$ cat src/alt_io_pkg.sv
// Height sample struct and height ceiling constant
`default_nettype none

package alt_io_pkg;

	// Highest height the ranger reports, in mm
	localparam logic signed [15:0] ALT_MAX_MM = 16'sd5000;

	// One height measurement
	// Valid is a single cycle strobe
	typedef struct packed {
		logic valid;
		// Millimetres above the sensor
		logic signed [15:0] height;
	} alt_sample_t;

endpackage

`default_nettype wire

$ cat src/alt_ctrl_pkg.sv
// Controller gain and throttle structs, throttle ceiling and scaling shifts
`default_nettype none

package alt_ctrl_pkg;

	// Clamp for the integral and the output
	// Also the shortest legal PWM period
	localparam int THROTTLE_MAX = 12240;

	// Gains are in units of 1/16
	localparam int GAIN_SHIFT = 4;

	// Command counts are 16 mm each
	localparam int CMD_SHIFT = 4;

	// PI gains, both unsigned
	typedef struct packed {
		logic [7:0] kp;
		logic [7:0] ki;
	} pi_gains_t;

	// Controller result
	// Value stays in 0 to THROTTLE_MAX
	typedef struct packed {
		logic valid;
		logic [14:0] value;
	} throttle_t;

endpackage

`default_nettype wire

$ cat src/echo_ranger.sv
// Echo ranger module timing the echo pulse into saturated height samples
`timescale 1ns/1ns
`default_nettype none

module echo_ranger #(
	// Clocks per millimetre of echo time
	parameter int TICKS_PER_MM = 6
) (
	input wire clk,
	input wire reset,
	// Raw echo level, asynchronous to clk
	input wire echo,
	output alt_io_pkg::alt_sample_t sample
);

	localparam int PRE_W = (TICKS_PER_MM > 1) ? $clog2(TICKS_PER_MM) : 1;

	// Synchronizer stages and delayed copy for edge detect
	logic echo_meta;
	logic echo_sync;
	logic echo_prev;
	logic echo_fall;

	// Clocks within the current millimetre
	logic [PRE_W-1:0] prescale;
	// Whole millimetres so far
	logic signed [15:0] height_cnt;
	logic mm_tick;

	always_ff @(posedge clk) begin
		if (reset) begin
			echo_meta <= 1'b0;
			echo_sync <= 1'b0;
			echo_prev <= 1'b0;
		end else begin
			echo_meta <= echo;
			echo_sync <= echo_meta;
			echo_prev <= echo_sync;
		end
	end

	// First low cycle after a high run
	assign echo_fall = echo_prev & ~echo_sync;
	assign mm_tick = (prescale == PRE_W'(TICKS_PER_MM - 1));

	// Width counters, cleared once the sample is taken
	always_ff @(posedge clk) begin
		if (reset || echo_fall) begin
			prescale <= '0;
			height_cnt <= '0;
		end else if (echo_sync) begin
			if (mm_tick) begin
				prescale <= '0;
				// Hold at the ceiling
				if (height_cnt < alt_io_pkg::ALT_MAX_MM) begin
					height_cnt <= height_cnt + 16'sd1;
				end
			end else begin
				prescale <= prescale + 1'b1;
			end
		end
	end

	// One sample per pulse
	always_ff @(posedge clk) begin
		if (reset) begin
			sample.valid <= 1'b0;
		end else begin
			sample.valid <= echo_fall;
		end
		if (echo_fall) begin
			sample.height <= height_cnt;
		end
	end

	// Reported height never above the ceiling
	a_height_cap: assert property (@(posedge clk) disable iff (reset)
		sample.valid |-> (sample.height <= alt_io_pkg::ALT_MAX_MM));

endmodule

`default_nettype wire

$ cat src/pid_altitude.sv
// PI altitude controller module with clamped integral and clamped output
`timescale 1ns/1ns
`default_nettype none

module pid_altitude (
	input wire clk,
	input wire reset,
	input wire alt_io_pkg::alt_sample_t sample,
	// Commanded height in 16 mm steps
	input wire [7:0] command,
	input wire alt_ctrl_pkg::pi_gains_t gains,
	output alt_ctrl_pkg::throttle_t throttle
);

	typedef enum logic [1:0] {
		ST_WAIT,
		ST_ONE,
		ST_TWO
	} state_t;

	state_t state;

	// Command scaled to mm, 0 to 4080
	logic signed [15:0] command_mm;
	// Roughly -5000 to 4080
	logic signed [15:0] error;
	logic signed [31:0] p_product;
	logic signed [31:0] i_product;

	// Terms after the 1/16 gain scaling
	logic signed [31:0] p_term;
	logic signed [31:0] i_term;
	// Integral, always kept inside the clamp range
	logic signed [31:0] accum;
	// Stage one sums, before clamping
	logic signed [31:0] accum_cand;
	logic signed [31:0] out_cand;

	// Saturate into 0 to THROTTLE_MAX
	function automatic logic signed [31:0] clamp_throttle(input logic signed [31:0] x);
		if (x < 0) begin
			return 32'sd0;
		end else if (x > alt_ctrl_pkg::THROTTLE_MAX) begin
			return alt_ctrl_pkg::THROTTLE_MAX;
		end
		return x;
	endfunction

	assign command_mm = 16'(command) << alt_ctrl_pkg::CMD_SHIFT;
	assign error = command_mm - sample.height;

	// Gains zero extended so the products stay signed
	assign p_product = error * $signed({1'b0, gains.kp});
	assign i_product = error * $signed({1'b0, gains.ki});

	// Sequencer and control state
	always_ff @(posedge clk) begin
		if (reset) begin
			state <= ST_WAIT;
			throttle.valid <= 1'b0;
			accum <= '0;
		end else begin
			throttle.valid <= 1'b0;
			case (state)
				ST_WAIT: begin
					if (sample.valid) begin
						state <= ST_ONE;
					end
				end
				ST_ONE: begin
					state <= ST_TWO;
				end
				ST_TWO: begin
					state <= ST_WAIT;
					accum <= clamp_throttle(accum_cand);
					throttle.valid <= 1'b1;
				end
				default: begin
					state <= ST_WAIT;
				end
			endcase
		end
	end

	// Datapath registers
	always_ff @(posedge clk) begin
		// Capture terms on an accepted sample only
		if (state == ST_WAIT && sample.valid) begin
			p_term <= p_product >>> alt_ctrl_pkg::GAIN_SHIFT;
			i_term <= i_product >>> alt_ctrl_pkg::GAIN_SHIFT;
		end
		if (state == ST_ONE) begin
			accum_cand <= accum + i_term;
			out_cand <= p_term + accum + i_term;
		end
		if (state == ST_TWO) begin
			throttle.value <= 15'(clamp_throttle(out_cand));
		end
	end

	// Only one result in flight at a time
	a_single_strobe: assert property (@(posedge clk) disable iff (reset)
		throttle.valid |=> !throttle.valid);

	// Anti-windup holds across every update
	a_accum_range: assert property (@(posedge clk) disable iff (reset)
		(accum >= 0) && (accum <= alt_ctrl_pkg::THROTTLE_MAX));

endmodule

`default_nettype wire

$ cat src/throttle_pwm.sv
// Throttle PWM module with duty reload at the period boundary
`timescale 1ns/1ns
`default_nettype none

module throttle_pwm #(
	// Clocks per PWM period
	parameter int PWM_PERIOD = 12288
) (
	input wire clk,
	input wire reset,
	input wire alt_ctrl_pkg::throttle_t throttle,
	// Motor drive level
	output logic pwm
);

	localparam int CNT_W = $clog2(PWM_PERIOD);

	// Full scale throttle must fit in one period
	if (PWM_PERIOD < alt_ctrl_pkg::THROTTLE_MAX) begin : g_period_check
		$error("PWM_PERIOD is shorter than THROTTLE_MAX");
	end

	logic [CNT_W-1:0] period_cnt;
	logic period_end;
	// Latest throttle waiting for the wrap
	logic [14:0] duty_pending;
	// Duty of the running period
	logic [14:0] duty_active;

	assign period_end = (period_cnt == CNT_W'(PWM_PERIOD - 1));

	always_ff @(posedge clk) begin
		if (reset) begin
			period_cnt <= '0;
			duty_pending <= '0;
			duty_active <= '0;
		end else begin
			if (throttle.valid) begin
				duty_pending <= throttle.value;
			end
			if (period_end) begin
				period_cnt <= '0;
				// Swap only here so no pulse is cut short
				duty_active <= duty_pending;
			end else begin
				period_cnt <= period_cnt + 1'b1;
			end
		end
	end

	// High for the first duty_active clocks of each period
	assign pwm = (32'(period_cnt) < 32'(duty_active));

	a_zero_duty: assert property (@(posedge clk) disable iff (reset)
		(duty_active == '0) |-> !pwm);

endmodule

`default_nettype wire

$ cat src/alt_hold_top.sv
// Altitude hold top module joining ranger, PI controller and PWM
`timescale 1ns/1ns
`default_nettype none

module alt_hold_top #(
	// Clocks per mm of echo time
	parameter int TICKS_PER_MM = 6,
	// Clocks per PWM period
	parameter int PWM_PERIOD = 12288
) (
	input wire clk,
	input wire reset,
	// Echo level from the ultrasonic sensor
	input wire echo,
	// Commanded height in 16 mm steps
	input wire [7:0] command,
	input wire alt_ctrl_pkg::pi_gains_t gains,
	// Controller result, also drives the PWM
	output alt_ctrl_pkg::throttle_t throttle,
	output logic pwm
);

	// Height samples from ranger to controller
	alt_io_pkg::alt_sample_t sample;

	echo_ranger #(
		.TICKS_PER_MM(TICKS_PER_MM)
	) ranger_i (
		.clk(clk),
		.reset(reset),
		.echo(echo),
		.sample(sample)
	);

	pid_altitude pid_i (
		.clk(clk),
		.reset(reset),
		.sample(sample),
		.command(command),
		.gains(gains),
		.throttle(throttle)
	);

	throttle_pwm #(
		.PWM_PERIOD(PWM_PERIOD)
	) pwm_i (
		.clk(clk),
		.reset(reset),
		.throttle(throttle),
		.pwm(pwm)
	);

endmodule

`default_nettype wire

$ cat config.mk
export PLATFORM = sky130hd
export DESIGN_NAME = alt_hold_top
export DESIGN_NICKNAME = d
export VERILOG_FILES = /design/src/alt_io_pkg.sv /design/src/alt_ctrl_pkg.sv /design/src/echo_ranger.sv /design/src/pid_altitude.sv /design/src/throttle_pwm.sv /design/src/alt_hold_top.sv
export SDC_FILE = /design/constraint.sdc
export NUM_CORES = 1
export LEC_CHECK = 0
export ABC_CLOCK_PERIOD_IN_PS = 6450
export BUFFER_PORTS_ARGS = -buffer_cell sky130_fd_sc_hd__buf_2
export CAP_MARGIN = 0
export CORE_ASPECT_RATIO = 1.25
export CORE_UTILIZATION = 55
export CTS_CLUSTER_DIAMETER = 100
export CTS_CLUSTER_SIZE = 28
export DETAILED_ROUTE_END_ITERATION = 16
export MAX_ROUTING_LAYER = met4
export PLACE_DENSITY = 0.74
export SYNTH_ARGS = -nofsm -noshare
export SYNTH_HDL_FRONTEND = slang
export SYNTH_SLANG_ARGS = --single-unit
$ cat constraint.sdc
create_clock -name clk -period 6.45 [get_ports clk]
set_input_delay 0.645 -clock clk [delete_from_list [all_inputs] [get_ports clk]]
set_output_delay 0.645 -clock clk [all_outputs]
set_load 0.1 [all_outputs]
* After elaboration in Yosys (flattened, before gate mapping)
Cells that the tools add are included.
** Storage, ports and cells
- Bits of input ports :: 27
- Output and inout bits :: 17
- Register bits after elaboration :: 239
- Word-level logic and storage cells :: 62
** Cells by class
- Equal/unequal tests :: 5
- Add/sub/neg operators :: 7
- Bitwise gates (word level) :: 2
- Reductions and logical operators :: 5
- $lt $le $gt $ge :: 6
- Multipliers :: 2
- Multiplexer cells :: 17
** Operators by type and width (number)
- $mux 32 :: 3
- $add 32x21->32 :: 2
- $gt 32x15->1 const B :: 2
- $lt 32x1->1 const B :: 2
- $mul 16x9->25 :: 2
- $mux 15 :: 3
- $add 21x32->32 :: 1
- $add 16x2->16 const B :: 1
- $lt 16x14->1 const B :: 1
- $sub 13x16->16 :: 1
- $lt 14x15->1 :: 1
- $add 14x1->14 const B :: 1
- $eq 14x14->1 const B :: 1
- $mux 1 :: 8
- $pmux 2 s2 :: 1
- $add 3x1->3 const B :: 1
- $eq 3x3->1 const B :: 1
- $mux 3 :: 1
- $reduce_and 3->1 :: 1
- $eq 2x1->1 const B :: 1
- $eq 2x2->1 const B :: 1
- $logic_not 2->1 :: 1
- $mux 2 :: 1
- $ne 2x2->1 const B :: 1
- 5 further kinds :: 5

* Logic depth before layout (Yosys ltp)
- Depth in word-level cells :: 6
- Mapped depth :: 27
- Depth with buffers taken out :: 26

* Hierarchy
A second synthesis with hierarchy kept.
** Second synthesis, totals
- Cell total of the unflattened synthesis :: 2221
- Area total of the unflattened synthesis :: 21929.8 µm²
** By module, submodules not included
- pid_altitude :: sequential area each 4334.2 µm², instances 1, cells each 1872, area an instance 18323.8 µm²
- throttle_pwm :: sequential area each 880.8 µm², instances 1, cells each 213, area an instance 2011.9 µm²
- echo_ranger :: sequential area each 940.9 µm², instances 1, cells each 136, area an instance 1594.0 µm²

* Worst setup path after synthesis
Ideal clock, no wire load.
- Path type :: input port to flip-flop
- Start :: in command[1]
- End :: reg pid_i.p_term[20] (netlist name)
- Required time :: 6191 ps
- Setup time :: 259 ps
- Buffers on the path :: 2
- Path slack :: -171 ps
- Arrival time :: 6362 ps
- Stages :: 23
- Cell sequence :: ha_1 -> nor4bb_2 -> a2111oi_4 -> a211oi_2 -> o31a_1 -> xnor2_2 -> buf_4 -> buf_4 -> nand2_1 -> fa_1 -> inv_1 -> fa_1 -> fa_1 -> inv_1 -> fa_1 -> inv_1 -> ha_1 -> or2_2 -> a221o_1 -> a31oi_1 -> o31ai_1 -> xnor2_1 -> xnor2_1
** Between the ends
- Longest elaborated chain between the ends :: 2
** Ends and longest elaborated chain
- start: declaration :: RTL line alt_hold_top.sv:16 : input wire [7:0] command,
- $sub 13x16->16 :: RTL line pid_altitude.sv:50 : assign error = command_mm - sample.height;
- $mul 16x9->25 :: RTL line pid_altitude.sv:53 : assign p_product = error * $signed({1'b0, gains.kp});
- named net pid_i.p_product[24] :: RTL line pid_altitude.sv:27 : logic signed [31:0] p_product;
The timed path passes the listed nets, and every way through them passes these cells.
A chain may end at the register's enable or synchronous reset.

* Worst setup path in the final report
- Start :: reg ranger_i.sample[1] (netlist name)
- End :: reg pid_i.p_term[20] (netlist name)
** Between the ends
- Longest elaborated chain between the ends :: 2
** Ends and longest elaborated chain (RTL line)
- $sub 13x16->16 :: pid_altitude.sv:50
- $mul 16x9->25 :: pid_altitude.sv:53
- named net pid_i.p_product[24] :: pid_altitude.sv:27
The timed path passes the listed nets, and every way through them passes these cells.

==> results.toml <==
[outcome]
status = "completed"

[yosys]
syn_inst = 2241
synth_cell_types = 83
synth.most_common_cell = "inv_1"
synth_area_leader_cell = "fa_1"
synth_common_cells = "inv_1 (350), fa_1 (229), nand2_1 (190), ha_1 (188), and2_1 (155)"
ys_warn_count = 0
syn_area_per_cell_um2 = 9.72
synth_seq_cells = 239
synth_top_area_share_pct = 21.0
ys.flop_type = "edfxtp_1"
synth_edf_count = 137
synth_fp_nets = 2685
ys_async_sr_fraction_pct = 0
synth_area_leaders = "fa_1 (21%), edfxtp_1 (19%), ha_1 (11%)"
synthesis.area_um2 = 21800
ys_seq_area_share_pct = 28.3

[placed_design]
place.gp.congestion = 0.895
portBuffers = 43
dp_hpwl_mm = 38.4

[power]
vdd_drop_max_uv = 282
pwr_density_cell_nw_per_um2 = 378
p_leak_nw = 11.1
power_w = 0.00936

[cts]
cts_tree = "yes"
path_clk_slew_ns = 0.11
clockRootBuffer = "clkbuf_16"
clockBufferDepth = 3
cts_max_level = 1
cts_hold_buffers = 0
clk_latency_ns = 0.52
cts_buffers = 13
clock_sinks = 239

[critical_path]
crit_path_max_incr_delay_ns = 0.54
crit_path_frequent_cell = "fa_1"
crit_fanout = 4
arrival_ns = 6.67
setup.worst_path.end_class = "flop"
path_class = "reg2reg"
critPathRequiredTime_ns = 6.72
start_kind = "flop"
crit_slowest_cell = "fa_1"

[timing]
setup-violations-final = 0
rsz0062_at_grt = "true"
fin_skew_ns = 0.0441
post-route-period-util_pct = 99.4
slew_violations = 0
fin_tns_setup_ns = 0
tightest_slew_ns = 1.15
max_freq_mhz = 156
finalCriticalPeriod_ns = 6.41
slew_headroom_pct = 23.3
final_hold_viol_count = 0

[global_routing]
grt-ovfl-total = 0
antenna_found_initial = 1
grt_max_degree = 66
grt_pass1_wl_mm = 80.0
grt_pass1_vias = 17200
globalRouteTotalUtil_pct = 24.8

[final_layout]
areaGrowthSynthToFinish_pct = 13.7
fin_util_pct = 63.3
nFillCells = 3110
nNetsFinal = 2855
drive_gt1_share_pct = 14.6

[routing]
drc = 0
dr_total_vias = 16100
drt_first_iter_violations = 710
wl_mm = 47.9
viasPerCell = 5.51
wl_per_cell_um = 16.4
ant_nets = 0
drt-pass1-iter-count = 5

[floorplanning]
dieHeight_um = 225
ios = 44
initial_utilization_pct = 55.7
die_w_um = 180
fp.coreArea_um2 = 39100
rows = 81
die-area_um2 = 40400

[job]
drv_cap = 0

[worst_hold_path]
hold_path_class = "in2reg"
[final cells by class]
cell class	count	area [µm²]	area share, %
Antenna cell	1	2.50	0.0101
Tap cell	498	623	2.52
Multi-Input combinational cell	1589	14700	59.2
Clock buffer	18	344	1.39
Sequential cell	239	6160	24.9
Inverter	356	1340	5.39
Timing Repair Buffer	212	1580	6.37
Clock inverter	4	63.8	0.258
[layout by cell type (no fill, tap or decap), types with 8 or more instances in the layout]
cell type and count:
nand3_1 37, nor2b_1 16, nand2_1 183, inv_1 336, a211oi_1 20, and2_1 151, o211ai_1 11, nor3_1 36
buf_4 154, mux2i_1 33, a21oi_1 83, buf_2 43, o21bai_1 9, o21a_1 19, edfxtp_1 137, nand4_1 13
buf_6 10, dfxtp_1 102, or2_2 8, or3_1 11, xnor2_1 90, and3_1 18, a21o_1 32, inv_2 20
nor4_1 10, xor2_1 35, ha_4 14, nor2_1 135, a21oi_2 8, fa_1 229, a31oi_1 17, o21ai_0 46
xnor2_2 8, clkbuf_16 13, ha_1 172, nand2b_1 12
[worst max-delay path: cells and delay by family, from the launching register on]
kind	cells	cell delay, ns
compound gates	7	1.46
fa+ha+maj	6	2.42
flops	1	0.46
simple gates	5	0.89
xor+xnor	3	0.53
buf+inv	5	0.41
[worst paths after layout]
| kind | slack, ns | depth (start not counted) | end | start |
|---|---|---|---|---|
| max | 0.04 | 26 | pid_i.p_term[20] | ranger_i.sample[1] |
| min | 0.35 | 2 | ranger_i.echo_meta | echo |
| max reg2reg | 0.04 | 26 | pid_i.p_term[20] | ranger_i.sample[1] |
| min reg2reg | 0.48 | 0 | ranger_i.sample[15] | ranger_i.height_cnt[15] |
[where the power goes]
part / internal (W) / switching (W)
clock: 0.000399 / 0.000532
combinational: 0.00323 / 0.00327
sequential: 0.00190 / 0.0000261
total: 0.00553 / 0.00383
[registers in the layout, indices dropped and copies added, names as in the netlist, 2 cells and up]
signal               cells
pid_i.accum             32
pid_i.state              2
pwm_i.duty_active       15
ranger_i.height_cnt     16
pid_i.accum_cand        32
pid_i.out_cand          32
ranger_i.prescale        3
pwm_i.duty_pending      15
pid_i.i_term            21
ranger_i.sample         17
pid_i.p_term            21
pid_i.throttle          16
pwm_i.period_cnt        14
[metrics by stage]
| step | hold WS, ns | cells | cell area (µm²) | setup WS, ns |
|---|---|---|---|---|
| finish | 0.352 | 2917 | 24800 | 0.0414 |
| CTS | 0.334 | 2896 | 24000 | 0.0257 |
| global placement | 0.439 | 2873 | 23600 | -0.551 |
| global route | 0.374 | 2917 | 24800 | -0.242 |
| detailed placement | 0.458 | 2873 | 23600 | -0.705 |
| floorplan | 0.414 | 2241 | 21800 | -0.0202 |
[cell families (layout without fill, tap and decap cells)]
family,Yosys count,count (layout),synth area share [%]
other,1,2,0.0172
AO/OA/AOI/OAI,311,311,9.65
buffers and inverters,413,590,7.18
XOR/XNOR,136,136,5.54
AND/OR/NAND/NOR,691,691,16.0
adder cells (fa/ha/maj),417,417,31.8
multiplexers,33,33,1.52
flip-flops,239,239,28.3
[layer usage]
metal | global-route usage [%] | part of all wire (%) | vias to the layer above
met4 | 8.02 | 3.3 | 0
met5 | - | 0 | -
met2 | 48.6 | 55 | 316
li1 | - | - | 7712
met3 | 1.85 | 3.0 | 99
met1 | 26.3 | 39 | 7956
[timing repair]
item | in CTS | in global routing
setup endpoints to repair | 16 | 17
pin swaps | 2 | 77
hold endpoints to repair | 0 | 0
resized for setup | 9 | 109
setup buffers | 1 | 24
No activity file was read; power rests on OpenSTA's default activity.
